<file path="config.mk">
export PLATFORM = sky130hd
export DESIGN_NAME = battle_top
export DESIGN_NICKNAME = d
export VERILOG_FILES = /design/src/battle_pkg.sv /design/src/unit_if.sv /design/src/unit_slot.sv /design/src/unit_spawner.sv /design/src/battle_resolver.sv /design/src/wallet.sv /design/src/battle_top.sv
export VERILOG_INCLUDE_DIRS = /design/src
export SDC_FILE = /design/constraint.sdc
export NUM_CORES = 1
export LEC_CHECK = 0
export ABC_AREA = 0
export BUFFER_PORTS_ARGS = -buffer_cell sky130_fd_sc_hd__buf_2
export CAP_MARGIN = 25
export CORE_MARGIN = 4
export CORE_UTILIZATION = 50
export CTS_CLUSTER_SIZE = 10
export DETAILED_ROUTE_END_ITERATION = 6
export PLACE_DENSITY = 0.75
export SLEW_MARGIN = 15
export SYNTH_ARGS = -nofsm -noshare
export SYNTH_HDL_FRONTEND = slang
export SYNTH_SLANG_ARGS = --single-unit
</file>
<file path="constraint.sdc">
create_clock -name clk_25MHz -period 21.8 [get_ports clk_25MHz]
set_input_delay 2.18 -clock clk_25MHz [delete_from_list [all_inputs] [get_ports clk_25MHz]]
set_output_delay 2.18 -clock clk_25MHz [all_outputs]
set_load 0.005 [all_outputs]
</file>
<file path="src/battle_cfg.svh">
`ifndef BATTLE_CFG_SVH
`define BATTLE_CFG_SVH

// slots per side
`define SLOTS_PER_SIDE 4

// field geometry
`define ENEMY_TOWER_X 10'd65
`define ARMY_TOWER_X  10'd570
`define ENEMY_SPAWN_X 10'd10
`define ARMY_SPAWN_X  10'd570

// limits
`define TOWER_HP_MAX   12'd1000
`define MONEY_MAX      15'd200
`define MONEY_PER_TICK 15'd2

// enemy schedule, in game ticks
`define SCHED_TICK_0 8'd8
`define SCHED_TICK_1 8'd24
`define SCHED_TICK_2 8'd40
`define SCHED_TICK_3 8'd56

`endif

</file>
<file path="src/battle_pkg.sv">
package battle_pkg;

    typedef logic [9:0]  pos_t;
    typedef logic [11:0] hp_t;
    typedef logic [14:0] money_t;

    typedef enum logic [1:0] {
        kind_bird       = 2'd0,  // enemy
        kind_white_bear = 2'd1,  // ally
        kind_duck       = 2'd2,  // enemy
        kind_black_bear = 2'd3   // ally
    } unit_kind_t;

    typedef enum logic [1:0] {
        st_move    = 2'd0,
        st_windup  = 2'd1,
        st_strike  = 2'd2,
        st_recover = 2'd3
    } unit_state_t;

    typedef struct packed {
        hp_t        hp;
        logic [7:0] atk;
        logic [3:0] cooldown;  // ticks in windup and in recover
        logic [3:0] speed;     // x per tick
        logic [7:0] range;
        money_t     cost;      // 0 for enemy kinds
    } unit_stats_t;

    typedef struct packed {
        logic        alive;
        unit_kind_t  kind;
        pos_t        x;
        hp_t         hp;
        unit_state_t state;
        logic [3:0]  state_cnt;
    } unit_t;

    function automatic unit_stats_t unit_stats(input unit_kind_t kind);
        unit_stats_t s;
        s = '0;
        case (kind)
            //                    hp      atk    cd    spd   range  cost
            kind_bird:       s = '{12'd40, 8'd10, 4'd3, 4'd4, 8'd20, 15'd0};
            kind_duck:       s = '{12'd80, 8'd25, 4'd5, 4'd2, 8'd30, 15'd0};
            kind_white_bear: s = '{12'd60, 8'd15, 4'd3, 4'd3, 8'd25, 15'd30};
            kind_black_bear: s = '{12'd120, 8'd40, 4'd6, 4'd2, 8'd35, 15'd75};
            default:         s = '0;
        endcase
        return s;
    endfunction

endpackage

</file>
<file path="src/unit_if.sv">
interface unit_if
    import battle_pkg::*;
();
    logic       load;         // one-cycle spawn pulse
    unit_kind_t load_kind;
    logic       alive;
    pos_t       x;
    hp_t        strike_dmg;   // nonzero during st_strike
    logic       front_ok;     // may be targeted as front unit
    pos_t       opp_front_x;  // opposing front unit or tower
    hp_t        hit_dmg;

    modport slot (
        input  load, load_kind, opp_front_x, hit_dmg,
        output alive, x, strike_dmg, front_ok
    );

    modport spawner (
        input  alive,
        output load, load_kind
    );

    modport resolver (
        input  alive, x, strike_dmg, front_ok,
        output opp_front_x, hit_dmg
    );

endinterface

</file>
<file path="src/unit_slot.sv">
`include "battle_cfg.svh"

module unit_slot
    import battle_pkg::*;
#(
    parameter bit IS_ARMY = 1'b0
) (
    input  logic clk_25MHz,
    input  logic rst,
    input  logic tick,
    input  logic game_over,
    unit_if.slot u
);

    unit_t       unit;
    unit_stats_t st;
    unit_stats_t load_st;
    logic        in_range;
    pos_t        step_x;

    assign st      = unit_stats(unit.kind);
    assign load_st = unit_stats(u.load_kind);

    // ------------------------------
    // range and walk
    always_comb begin
        if (IS_ARMY) begin
            // allies walk left toward the enemy tower
            in_range = unit.x <= u.opp_front_x + pos_t'(st.range);
            if (unit.x >= `ENEMY_TOWER_X + pos_t'(st.speed))
                step_x = unit.x - pos_t'(st.speed);
            else
                step_x = `ENEMY_TOWER_X;
        end else begin
            in_range = unit.x + pos_t'(st.range) >= u.opp_front_x;
            if (unit.x + pos_t'(st.speed) <= `ARMY_TOWER_X)
                step_x = unit.x + pos_t'(st.speed);
            else
                step_x = `ARMY_TOWER_X;
        end
    end

    // ------------------------------
    // unit state
    always_ff @(posedge clk_25MHz) begin
        if (rst) begin
            unit.alive     <= 1'b0;
            unit.state     <= st_move;
            unit.state_cnt <= '0;
        end else if (u.load) begin
            unit.alive     <= 1'b1;
            unit.kind      <= u.load_kind;
            unit.x         <= IS_ARMY ? `ARMY_SPAWN_X : `ENEMY_SPAWN_X;
            unit.hp        <= load_st.hp;
            unit.state     <= st_move;
            unit.state_cnt <= '0;
        end else if (tick && !game_over && unit.alive) begin
            if (u.hit_dmg >= unit.hp) begin
                unit.alive <= 1'b0;  // killed
            end else begin
                unit.hp <= unit.hp - u.hit_dmg;
                case (unit.state)
                    st_move: begin
                        if (in_range) begin
                            unit.state     <= st_windup;
                            unit.state_cnt <= '0;
                        end else begin
                            unit.x <= step_x;
                        end
                    end
                    st_windup: begin
                        if (unit.state_cnt + 4'd1 == st.cooldown) begin
                            unit.state     <= st_strike;
                            unit.state_cnt <= '0;
                        end else begin
                            unit.state_cnt <= unit.state_cnt + 4'd1;
                        end
                    end
                    st_strike: begin
                        unit.state     <= st_recover;
                        unit.state_cnt <= '0;
                    end
                    default: begin  // recover
                        if (unit.state_cnt + 4'd1 == st.cooldown) begin
                            unit.state     <= st_move;
                            unit.state_cnt <= '0;
                        end else begin
                            unit.state_cnt <= unit.state_cnt + 4'd1;
                        end
                    end
                endcase
            end
        end
    end

    assign u.alive      = unit.alive;
    assign u.x          = unit.x;
    assign u.strike_dmg = (unit.alive && unit.state == st_strike && in_range) ?
                          hp_t'(st.atk) : '0;
    // a unit about to die from damage in flight is skipped as front
    assign u.front_ok   = unit.alive && (u.hit_dmg < unit.hp);

    a_no_load_alive: assert property (@(posedge clk_25MHz) disable iff (rst)
        u.load |-> !unit.alive);

    a_x_on_field: assert property (@(posedge clk_25MHz) disable iff (rst)
        unit.alive |-> (unit.x >= `ENEMY_SPAWN_X && unit.x <= `ARMY_TOWER_X));

endmodule

</file>
<file path="src/unit_spawner.sv">
`include "battle_cfg.svh"

module unit_spawner
    import battle_pkg::*;
(
    input  logic       clk_25MHz,
    input  logic       rst,
    input  logic       tick,
    input  logic       game_over,
    input  logic       deploy_req,
    input  unit_kind_t deploy_kind,
    output logic       deploy_ack,
    output logic       deploy_granted,
    input  money_t     money,
    output money_t     charge,
    unit_if.spawner    enemy_slots [`SLOTS_PER_SIDE],
    unit_if.spawner    army_slots [`SLOTS_PER_SIDE]
);

    localparam int N = `SLOTS_PER_SIDE;

    typedef enum logic [1:0] {
        s_idle,
        s_decide,
        s_ack,
        s_wait
    } dep_state_t;

    dep_state_t  dep_state;
    logic [7:0]  game_tick;
    logic        sched_hit;
    unit_kind_t  sched_kind;
    logic [N-1:0] enemy_free;
    logic [N-1:0] army_free;
    logic [N-1:0] enemy_load;
    logic [N-1:0] army_load;
    logic        grant;
    logic        granted_q;
    unit_stats_t dep_st;

    generate
        for (genvar i = 0; i < N; i++) begin : g_port
            assign enemy_free[i]            = !enemy_slots[i].alive;
            assign army_free[i]             = !army_slots[i].alive;
            assign enemy_slots[i].load      = enemy_load[i];
            assign enemy_slots[i].load_kind = sched_kind;
            assign army_slots[i].load       = army_load[i];
            assign army_slots[i].load_kind  = deploy_kind;
        end
    endgenerate

    // ------------------------------
    // enemy schedule
    always_ff @(posedge clk_25MHz) begin
        if (rst)
            game_tick <= '0;
        else if (tick && !game_over && game_tick != 8'hff)
            game_tick <= game_tick + 8'd1;
    end

    always_comb begin
        sched_hit  = 1'b1;
        sched_kind = kind_bird;
        case (game_tick)
            `SCHED_TICK_0, `SCHED_TICK_2: sched_kind = kind_bird;
            `SCHED_TICK_1, `SCHED_TICK_3: sched_kind = kind_duck;
            default: sched_hit = 1'b0;
        endcase
    end

    // lowest free slot, skipped when none
    assign enemy_load = (tick && !game_over && sched_hit) ?
                        enemy_free & (~enemy_free + 1'b1) : '0;

    // ------------------------------
    // deploy handshake
    assign dep_st = unit_stats(deploy_kind);

    // enemy kinds carry no cost and cannot be bought
    assign grant = (dep_state == s_decide) && !game_over && (dep_st.cost != '0) &&
                   (money >= dep_st.cost) && (|army_free);

    assign charge    = grant ? dep_st.cost : '0;
    assign army_load = grant ? army_free & (~army_free + 1'b1) : '0;

    always_ff @(posedge clk_25MHz) begin
        if (rst) begin
            dep_state <= s_idle;
            granted_q <= 1'b0;
        end else begin
            case (dep_state)
                s_idle: begin
                    if (deploy_req)
                        dep_state <= s_decide;
                end
                s_decide: begin
                    granted_q <= grant;
                    dep_state <= s_ack;
                end
                s_ack: dep_state <= deploy_req ? s_wait : s_idle;
                default: begin  // hold ack until release
                    if (!deploy_req)
                        dep_state <= s_idle;
                end
            endcase
        end
    end

    assign deploy_ack     = (dep_state == s_ack) || (dep_state == s_wait);
    assign deploy_granted = deploy_ack && granted_q;

    a_ack_after_req: assert property (@(posedge clk_25MHz) disable iff (rst)
        $rose(deploy_ack) |-> $past(deploy_req, 2));

    a_one_load: assert property (@(posedge clk_25MHz) disable iff (rst)
        $onehot0(enemy_load) && $onehot0(army_load));

endmodule

</file>
<file path="src/battle_resolver.sv">
`include "battle_cfg.svh"

module battle_resolver
    import battle_pkg::*;
(
    input  logic       clk_25MHz,
    input  logic       rst,
    input  logic       tick,
    unit_if.resolver   enemy_slots [`SLOTS_PER_SIDE],
    unit_if.resolver   army_slots [`SLOTS_PER_SIDE],
    output hp_t        tower_hp_enemy,
    output hp_t        tower_hp_army,
    output logic       game_win,
    output logic       game_lose,
    output logic       game_over,
    output logic [2:0] enemy_count,
    output logic [2:0] army_count
);

    localparam int N = `SLOTS_PER_SIDE;

    logic [N-1:0] e_alive;
    logic [N-1:0] a_alive;
    logic [N-1:0] e_ok;
    logic [N-1:0] a_ok;
    pos_t         e_x [N];
    pos_t         a_x [N];
    hp_t          e_strike [N];
    hp_t          a_strike [N];
    logic         e_front_any;
    logic         a_front_any;
    pos_t         e_front_x;
    pos_t         a_front_x;
    logic [N-1:0] e_front_sel;
    logic [N-1:0] a_front_sel;
    hp_t          e_sum;
    hp_t          a_sum;
    logic         tick_d;
    hp_t          e_pend_dmg;  // army strikes waiting for an enemy
    hp_t          a_pend_dmg;
    logic [N-1:0] e_pend_sel;
    logic [N-1:0] a_pend_sel;

    generate
        for (genvar i = 0; i < N; i++) begin : g_port
            assign e_alive[i]  = enemy_slots[i].alive;
            assign e_ok[i]     = enemy_slots[i].front_ok;
            assign e_x[i]      = enemy_slots[i].x;
            assign e_strike[i] = enemy_slots[i].strike_dmg;
            assign a_alive[i]  = army_slots[i].alive;
            assign a_ok[i]     = army_slots[i].front_ok;
            assign a_x[i]      = army_slots[i].x;
            assign a_strike[i] = army_slots[i].strike_dmg;

            assign enemy_slots[i].opp_front_x = a_front_x;
            assign army_slots[i].opp_front_x  = e_front_x;
            assign enemy_slots[i].hit_dmg     = e_pend_sel[i] ? e_pend_dmg : '0;
            assign army_slots[i].hit_dmg      = a_pend_sel[i] ? a_pend_dmg : '0;
        end
    endgenerate

    // ------------------------------
    // front lines and strike sums
    always_comb begin
        e_front_any = 1'b0;
        e_front_x   = `ENEMY_TOWER_X;  // tower when no enemy stands
        e_front_sel = '0;
        a_front_any = 1'b0;
        a_front_x   = `ARMY_TOWER_X;
        a_front_sel = '0;
        e_sum       = '0;
        a_sum       = '0;
        for (int i = 0; i < N; i++) begin
            // enemies march right, so their front has the largest x
            if (e_ok[i] && (!e_front_any || e_x[i] > e_front_x)) begin
                e_front_any    = 1'b1;
                e_front_x      = e_x[i];
                e_front_sel    = '0;
                e_front_sel[i] = 1'b1;
            end
            if (a_ok[i] && (!a_front_any || a_x[i] < a_front_x)) begin
                a_front_any    = 1'b1;
                a_front_x      = a_x[i];
                a_front_sel    = '0;
                a_front_sel[i] = 1'b1;
            end
            e_sum = e_sum + e_strike[i];
            a_sum = a_sum + a_strike[i];
        end
    end

    // ------------------------------
    // damage routing, towers, result
    always_ff @(posedge clk_25MHz) begin
        if (rst) begin
            tick_d         <= 1'b0;
            e_pend_sel     <= '0;
            a_pend_sel     <= '0;
            tower_hp_enemy <= `TOWER_HP_MAX;
            tower_hp_army  <= `TOWER_HP_MAX;
            game_win       <= 1'b0;
            game_lose      <= 1'b0;
        end else begin
            tick_d <= tick && !game_over;
            if (tick) begin  // slots consume pending damage on this tick
                e_pend_sel <= '0;
                a_pend_sel <= '0;
            end
            if (tick_d) begin
                if (e_front_any) begin
                    e_pend_dmg <= a_sum;
                    e_pend_sel <= e_front_sel;
                end else begin
                    tower_hp_enemy <= (a_sum >= tower_hp_enemy) ? '0 : tower_hp_enemy - a_sum;
                end
                if (a_front_any) begin
                    a_pend_dmg <= e_sum;
                    a_pend_sel <= a_front_sel;
                end else begin
                    tower_hp_army <= (e_sum >= tower_hp_army) ? '0 : tower_hp_army - e_sum;
                end
            end
            if (tower_hp_enemy == '0)
                game_win <= 1'b1;
            if (tower_hp_army == '0)
                game_lose <= 1'b1;
        end
    end

    assign game_over   = game_win || game_lose;
    assign enemy_count = 3'($countones(e_alive));
    assign army_count  = 3'($countones(a_alive));

endmodule

</file>
<file path="src/wallet.sv">
`include "battle_cfg.svh"

module wallet
    import battle_pkg::*;
(
    input  logic   clk_25MHz,
    input  logic   rst,
    input  logic   tick,
    input  logic   game_over,
    input  money_t charge,
    output money_t money
);

    money_t income;
    money_t next_money;

    assign income = (tick && !game_over) ? `MONEY_PER_TICK : '0;

    always_comb begin
        // charge never exceeds money, the spawner checks before granting
        next_money = money - charge + income;
        if (next_money > `MONEY_MAX)
            next_money = `MONEY_MAX;  // cap
    end

    always_ff @(posedge clk_25MHz) begin
        if (rst)
            money <= '0;
        else
            money <= next_money;
    end

    a_money_cap: assert property (@(posedge clk_25MHz) disable iff (rst)
        money <= `MONEY_MAX);

    // a grant never overdraws
    a_charge_covered: assert property (@(posedge clk_25MHz) disable iff (rst)
        charge <= money);

endmodule

</file>
<file path="src/battle_top.sv">
`include "battle_cfg.svh"

module battle_top
    import battle_pkg::*;
(
    input  logic       clk_25MHz,
    input  logic       rst,
    input  logic       tick,
    input  logic       deploy_req,
    input  unit_kind_t deploy_kind,
    output logic       deploy_ack,
    output logic       deploy_granted,
    output money_t     money,
    output logic [2:0] enemy_count,
    output logic [2:0] army_count,
    output hp_t        tower_hp_enemy,
    output hp_t        tower_hp_army,
    output logic       game_win,
    output logic       game_lose
);

    money_t charge;
    logic   game_over;

    unit_if enemy_if [`SLOTS_PER_SIDE] ();
    unit_if army_if [`SLOTS_PER_SIDE] ();

    // ------------------------------
    // unit slots, one loop per side
    generate
        for (genvar i = 0; i < `SLOTS_PER_SIDE; i++) begin : g_enemy
            unit_slot #(
                .IS_ARMY (1'b0)
            ) u_slot (
                .clk_25MHz (clk_25MHz),
                .rst       (rst),
                .tick      (tick),
                .game_over (game_over),
                .u         (enemy_if[i])
            );
        end
        for (genvar i = 0; i < `SLOTS_PER_SIDE; i++) begin : g_army
            unit_slot #(
                .IS_ARMY (1'b1)
            ) u_slot (
                .clk_25MHz (clk_25MHz),
                .rst       (rst),
                .tick      (tick),
                .game_over (game_over),
                .u         (army_if[i])
            );
        end
    endgenerate

    unit_spawner u_spawner (
        .clk_25MHz      (clk_25MHz),
        .rst            (rst),
        .tick           (tick),
        .game_over      (game_over),
        .deploy_req     (deploy_req),
        .deploy_kind    (deploy_kind),
        .deploy_ack     (deploy_ack),
        .deploy_granted (deploy_granted),
        .money          (money),
        .charge         (charge),
        .enemy_slots    (enemy_if),
        .army_slots     (army_if)
    );

    wallet u_wallet (
        .clk_25MHz (clk_25MHz),
        .rst       (rst),
        .tick      (tick),
        .game_over (game_over),
        .charge    (charge),
        .money     (money)
    );

    battle_resolver u_resolver (
        .clk_25MHz      (clk_25MHz),
        .rst            (rst),
        .tick           (tick),
        .enemy_slots    (enemy_if),
        .army_slots     (army_if),
        .tower_hp_enemy (tower_hp_enemy),
        .tower_hp_army  (tower_hp_army),
        .game_win       (game_win),
        .game_lose      (game_lose),
        .game_over      (game_over),
        .enemy_count    (enemy_count),
        .army_count     (army_count)
    );

endmodule

</file>
==> summary.md, run 1 <==
| Metric | Value |
|---|---|
| Site row count | 85 |
| Worst hold path type | register to register |
| Skew final | 37.7 ps |
| CTS Buffer Depth | 3 |
| Seq cells post-synth | 320 |
| Hold Startpoint | g_army[2].u_slot.unit[3] |
| Die area | 59000 µm² |
| Routability-driven placement congestion ratio | 0.983 |
| Period minus WS final | 16460 ps |
| Root buffer cell | clkbuf_16 |
| Power Total | 1.59 mW |
| Post-CTS setup buffers | 0 |
| First-pass GRT wire length | 116000 µm |
| RR Startpoint | u_resolver.e_pend_sel[0] |
| Family with the most delay on the worst path | compound AO/OA/AOI/OAI gates |
| Layout Area Growth over Synthesis | 8.68% |
| Fin. Hold Viols | 0 |
| Crit end category | register |
| Total negative setup slack | 0 ps |
| Share of cells above drive strength 1 | 6.29% |
| Critical Path AT | 16880 ps |
| Post-DR wirelength/cell | 18.5 µm |
| Ys Warns | 0 |
| Critical R2R Capture | u_resolver.tower_hp_enemy[9] |
| Worst vdd ir | 66.5 µV |
| Register area share after synthesis | 30.6% |
| CTS tree | built |
| Max Fclk | 60.8 MHz |
| Port Buffers | 54 |
| Area leader, netlist | edfxtp_1 |
| Power Density | 53.0 nW/µm² |
| Number of instances in the placed design | 3842 |
| Cell internal pwr | 1.15 mW |
| DP HPWL | 55800 µm |
| Number of global-route vias before repair | 21800 |
| IO Pins | 55 |
| Hold endpoint | g_army[2].u_slot.unit[3] |
| TritonCTS buffer count | 41 |
| Synth Flop Type | edfxtp_1 |
| Slowest CP cell | a2111oi_0 |
| Seq pwr share | 41.6% |
| Fin. max-slew vios | 0 |
| Initial Utilization | 50.9% |
| Post_cts resized | 0 |
| Detailed Route Iter0 Violations | 2077 |
| Max-slew headroom | 27.6% |
| Critical Path Start Type | register |
| Net Sw Power | 437 µW |
| Top-area cell type share of the netlist area | 22.1% |
| Clock power share | 42.8% |
| Critical Path Fanout Max | 17 |
| Post-Syn Instances | 3140 |
| Switching share of power | 27.5% |
| Leak | 12.6 nW |
| Hold depth | 2 |
| ANT nets after route | 0 |
| Synth async-reset ratio | 0% |
| Status | finished, final reports clean |
| # hold bufs at CTS | 0 |
| Reg2reg path depth | 69 |
| Final worst path period share | 75.5% |
| Clk sinks | 320 |
| Final setup vio count | 0 |
| RSZ-0062 raised after global routing | false |
| Top post-synthesis cells by count | ha_1, nor2_1, inv_1, nand2_1, edfxtp_1 |
| Drt via density | 5.83 |
| Synthesized cell area | 27600 µm² |
| GRT Util Overall | 24.0% |
| Die Y | 243 µm |
| Via count | 22900 |
| Post-Syn Area per Cell | 8.79 µm² |
| Final wirelength | 72500 µm |
| Overflow after GRT | 0 |
| Initial antenna violation count | 1 |
| DR DRC count | 0 |
| Final #Nets | 3643 |
| Worst Path Buf+Inv | 9 |
| Count leader, synth | ha_1 |
| Die W | 243 µm |
| Layout Utilization | 55.3% |
| CP Data Required Time | 22220 ps |
| Least-Margin Pin Slew | 1070 ps |
| Synth area leaders | edfxtp_1, ha_1, dfxtp_1, xnor2_1, nor2_1 |
| CTS clock-pin slew for the worst setup and hold paths | 60 ps |
| Max Cap Violations | 0 |
| Core ar. | 54200 µm² |
| # diodes | 0 |
| Critical path class | register to register |
| Largest net degree at the start of global routing | 43 |
| Clock latency at the later pin of the worst-skew pair | 590 ps |
| Comb pwr share | 15.6% |
| Post-Layout Cell Count | 3922 |
| Slowest stage delay, CP | 680 ps |
| Number of synthesized flops with an enable pin | 203 |
| Unique masters post-synth | 88 |
| Register-to-register path setup slack | 5340 ps |
| Number of detailed-route iterations in the first pass | 6 |
| H-tree depth | 2 |
==> worst max-delay path by stage <==
| stage | from | to | slack (ps) | cells after the start |
|---|---|---|---|---|
| 4_1_cts | u_resolver.e_pend_sel[0] | u_resolver.tower_hp_enemy[9] | 5430 | 68 |
| 3_3_place_gp | u_resolver.e_pend_sel[0] | u_resolver.tower_hp_enemy[9] | 6060 | 68 |
| 3_5_place_dp | u_resolver.e_pend_sel[0] | u_resolver.tower_hp_enemy[9] | 5510 | 68 |
| 6_report | u_resolver.e_pend_sel[0] | u_resolver.tower_hp_enemy[9] | 5340 | 69 |
| 2_1_floorplan | u_resolver.e_pend_sel[0] | u_resolver.tower_hp_enemy[9] | 7670 | 75 |
| 5_1_grt | u_resolver.e_pend_sel[0] | u_resolver.tower_hp_enemy[9] | 4090 | 70 |
==> cells by family (layout without fill, tap and decap cells) <==
kind of cell	after synthesis	in the layout	synth area share, %
adder cells (fa/ha/maj)	443	443	21.2
buffers and inverters	378	458	5.22
XOR/XNOR	233	233	7.39
AO/OA/AOI/OAI	668	668	15.4
multiplexers	53	53	2.06
AND/OR/NAND/NOR	1044	1044	18.1
flip-flops	320	320	30.6
other	1	7	0.0136
==> sequential cells by signal, indices dropped and copies added, names as in the netlist <==
register / count
g_enemy.u_slot.unit: 76
u_resolver.game_win: 1
g_enemy.u_slot.u.x: 40
g_army.u_slot.u.alive: 4
u_wallet.money: 15
g_army.u_slot.u.x: 40
u_spawner.game_tick: 8
u_resolver.tower_hp_army: 12
u_resolver.e_pend_sel: 4
u_spawner.granted_q: 1
g_enemy.u_slot.u.alive: 4
u_resolver.tick_d: 1
g_army.u_slot.unit: 80
u_resolver.a_pend_sel: 4
u_resolver.a_pend_dmg: 7
u_resolver.tower_hp_enemy: 12
u_resolver.game_lose: 1
u_spawner.dep_state: 2
u_resolver.e_pend_dmg: 8
==> cell usage in the layout (no fill, tap or decap), types with 41 or more instances in the layout <==
cell,n
a21o_1,85
a21oi_1,173
buf_2,56
clkbuf_16,44
dfxtp_1,117
edfxtp_1,203
fa_1,41
ha_1,402
inv_1,300
nand2_1,279
nand3_1,61
nand4_1,52
nor2_1,318
nor2b_1,55
nor3_1,73
o21ai_0,178
xnor2_1,154
xor2_1,79
==> worst reg2reg max path: cells and delay by family, from the launching register on <==
family,cells,cell delay (ps)
flip-flops,1,470
multiplexers,2,990
buffers and inverters,9,990
XOR/XNOR,2,450
adder cells (fa/ha/maj),13,4120
AO/OA/AOI/OAI,32,7560
AND/OR/NAND/NOR,11,1710
==> through the flow <==
step / cell area [µm²] / setup slack (ps) / hold WS (ps)
floorplan: 27600 / 7670 / 444
global placement: 28600 / 6060 / 455
detailed placement: 28600 / 5510 / 459
CTS: 30000 / 5430 / 466
global route: 30000 / 4090 / 490
finish: 30000 / 5340 / 463
==> layout make-up <==
type,count,area [µm²]
inverters,302,1130
well taps,696,871
multi-input cells,2448,17800
repair buffers,81,472
clock inverters,5,83.8
flip-flops and latches,320,8440
fillers,4885,24200
clock buffers,70,1250
==> power groups by stage <==
stage	clock [mW]	sequential (mW)	combinational (mW)
3_3_place_gp	0	0.673	0.240
3_5_place_dp	0	0.673	0.242
5_1_grt	0.715	0.662	0.278
2_1_floorplan	0	0.669	0.184
6_report	0.680	0.661	0.249
4_1_cts	0.690	0.661	0.245
==> per-layer routing <==
metal  global-route usage [%]  routed length, µm  vias to the layer above
met5                        0                  0                        -
met4                     8.13               2450                        0
met3                     3.59               5200                      156
met2                     39.4              33100                      772
met1                     32.4              31800                    10800
li1                         -                  -                    11200
No activity file was read; power rests on OpenSTA's default activity.
==> run 2, diff against run 1 <==
==> constraint.sdc (replaced) <==
create_clock -name clk_25MHz -period 16.7 [get_ports clk_25MHz]
set_input_delay 1.67 -clock clk_25MHz [delete_from_list [all_inputs] [get_ports clk_25MHz]]
set_output_delay 1.67 -clock clk_25MHz [all_outputs]
set_load 0.005 [all_outputs]
==> run 2 against run 1 <==
Non-clock buffer count grew 3. Flip-flop and latch count is the same. Design area is essentially flat. Die area is the same. First-iteration DRC count grew 0.53%. Clock power grew 25%. Core utilization is essentially flat. Register-to-register slack lost 4300 ps. Critical path depth is the same. Global-route usage shrank 0.14 points. Largest power group is now registers.
==> summary.md, run 2 (synthesized netlist as in run 1, its figures left out) <==
| Metric | Value |
|---|---|
| Status | finished, final reports clean |
| DR DRC count | 0 |
| Critical path class | register to register |
| Final worst path period share | 93.8% |
| CP Capture Point | u_resolver.tower_hp_enemy[9] |
| Routability-driven placement congestion ratio | 0.938 |
| Final #Nets | 3645 |
| CTS clock-pin slew for the worst setup and hold paths | 60 ps |
| Most frequent CP cell | ha_1 |
| H-tree depth | 2 |
| Setup WS post-layout | 1040 ps |
| Number of global-route vias before repair | 21600 |
| Clk sinks | 320 |
| DP HPWL | 55400 µm |
| IO Pins | 55 |
| Overflow after GRT | 0 |
| CTS Buffer Depth | 3 |
| Slowest CP cell | o21ai_0 |
| Die Y | 243 µm |
| Site row count | 85 |
| Max Cap Violations | 0 |
| Port Buffers | 54 |
| Post-CTS setup buffers | 0 |
| Die W | 243 µm |
| First-pass GRT wire length | 115000 µm |
| Critical Path AT | 16090 ps |
| Final wirelength | 72200 µm |
| Seq pwr share | 42.3% |
| ANT nets after route | 0 |
| Net Sw Power | 562 µW |
| Reg with most FFs | g_army.u_slot.unit |
| Layout Area Growth over Synthesis | 8.60% |
| Critical Path Fanout Max | 17 |
| Biggest regs | g_army.u_slot.unit x80, g_enemy.u_slot.unit x76 |
| CTS tree | built |
| Max-slew headroom | 30.0% |
| Critical Path Start Type | register |
| Worst slack at placement | 416 ps |
| Clock latency at the later pin of the worst-skew pair | 590 ps |
| RSZ-0062 raised after global routing | false |
| Core ar. | 54200 µm² |
| Most frequent cells in the layout | ha_1, nor2_1, inv_1 |
| Reg2reg path depth | 69 |
| Fin. Hold Viols | 0 |
| Least-Margin Pin Slew | 1040 ps |
| Crit end category | register |
| Initial Utilization | 50.9% |
| Cell internal pwr | 1.48 mW |
| Post-DR wirelength/cell | 18.4 µm |
| Root buffer cell | clkbuf_16 |
| RR Startpoint | u_resolver.e_pend_sel[0] |
| Drt via density | 5.81 |
| Detailed Route Iter0 Violations | 2088 |
| # diodes | 0 |
| Critical R2R Capture | u_resolver.tower_hp_enemy[9] |
| Fin. max-slew vios | 0 |
| Die area | 59000 µm² |
| Final setup vio count | 0 |
| Worst hold path type | register to register |
| Critical Path Source | u_resolver.e_pend_sel[0] |
| Slowest stage delay, CP | 710 ps |
| Worst vdd ir | 69.7 µV |
| TritonCTS buffer count | 40 |
| Switching share of power | 27.5% |
| Skew final | 34.4 ps |
| Total negative setup slack | 0 ps |
| Leak | 12.6 nW |
| CP Data Required Time | 17130 ps |
| Largest register FFs | 80 |
| Register-to-register path setup slack | 1040 ps |
| # fillers | 4824 |
| Via count | 22800 |
| Clock power share | 41.7% |
| Largest net degree at the start of global routing | 46 |
| GRT Util Overall | 23.8% |
| Most common cell after layout, fill and taps aside | ha_1 |
| Max Fclk | 63.8 MHz |
| Initial antenna violation count | 1 |
| Number of detailed-route iterations in the first pass | 5 |
| Comb pwr share | 16.0% |
| Share of cells above drive strength 1 | 6.39% |
| Period minus WS final | 15660 ps |
| Power Density | 68.0 nW/µm² |
==> run 2: layout make-up <==
| cell class | count | area (µm²) | area share, % |
|---|---|---|---|
| Sequential cell | 320 | 8440 | 28.1 |
| Clock inverter | 5 | 78.8 | 0.263 |
| Clock buffer | 67 | 1180 | 3.95 |
| Multi-Input combinational cell | 2448 | 17800 | 59.3 |
| Tap cell | 696 | 871 | 2.91 |
| Inverter | 302 | 1130 | 3.78 |
| Timing Repair Buffer | 84 | 493 | 1.64 |
==> run 2: worst min path at each step <==
stage / from / endpoint / cells after the start
floorplan: g_army[2].u_slot.unit[3] / g_army[2].u_slot.unit[3] / 2
global placement: g_army[2].u_slot.unit[3] / g_army[2].u_slot.unit[3] / 2
detailed placement: u_spawner.dep_state[1] / u_spawner.dep_state[1] / 2
CTS: u_spawner.dep_state[1] / u_spawner.dep_state[1] / 2
global route: u_spawner.dep_state[1] / u_spawner.dep_state[1] / 2
finish: g_army[2].u_slot.unit[3] / g_army[2].u_slot.unit[3] / 2
==> run 2: stage by stage <==
step                      total power [mW]  util, %  instance area, µm²  cells  hold slack (ps)
after floorplan                       1.11        -               27600   3146              444
after global placement                1.19     52.8               28600   3843              455
after detailed placement              1.20     52.8               28600   3845              466
after CTS                             2.05     55.1               29900   3917              474
after global routing                  2.13     55.3               30000   3922              506
final                                 2.04     55.3               30000   3922              469
==> run 2: routing by layer <==
layer  wire length, µm  share of wire, %  track usage, %  vias up
li1                  -                 -               -    11200
met1             31800                44            33.1    10700
met2             33000                46            38.6      755
met3              4950               6.9            3.03      146
met4              2450               3.4            8.18        0
met5                 0                 0               0        -
==> run 2: power groups by stage <==
stage / Clock, mW / Sequential (mW) / Combinational, mW
after CTS: 0.865 / 0.863 / 0.319
after floorplan: 0 / 0.873 / 0.241
after global routing: 0.900 / 0.864 / 0.363
final: 0.850 / 0.863 / 0.327
after global placement: 0 / 0.879 / 0.311
after detailed placement: 0 / 0.879 / 0.316
==> run 2: timing repair <==
action                                  CTS  global route
endpoints found under the setup margin    0            16
hold buffers                              0             0
resized for setup                         0             6
==> run 2: critical path, delay by kind of cell (launching register included) <==
kind	cells	cell delay, ps
compound gates	32	7460
xor+xnor	2	460
fa+ha+maj	13	4120
buf+inv	10	960
flops	1	480
mux	1	410
simple gates	11	1570
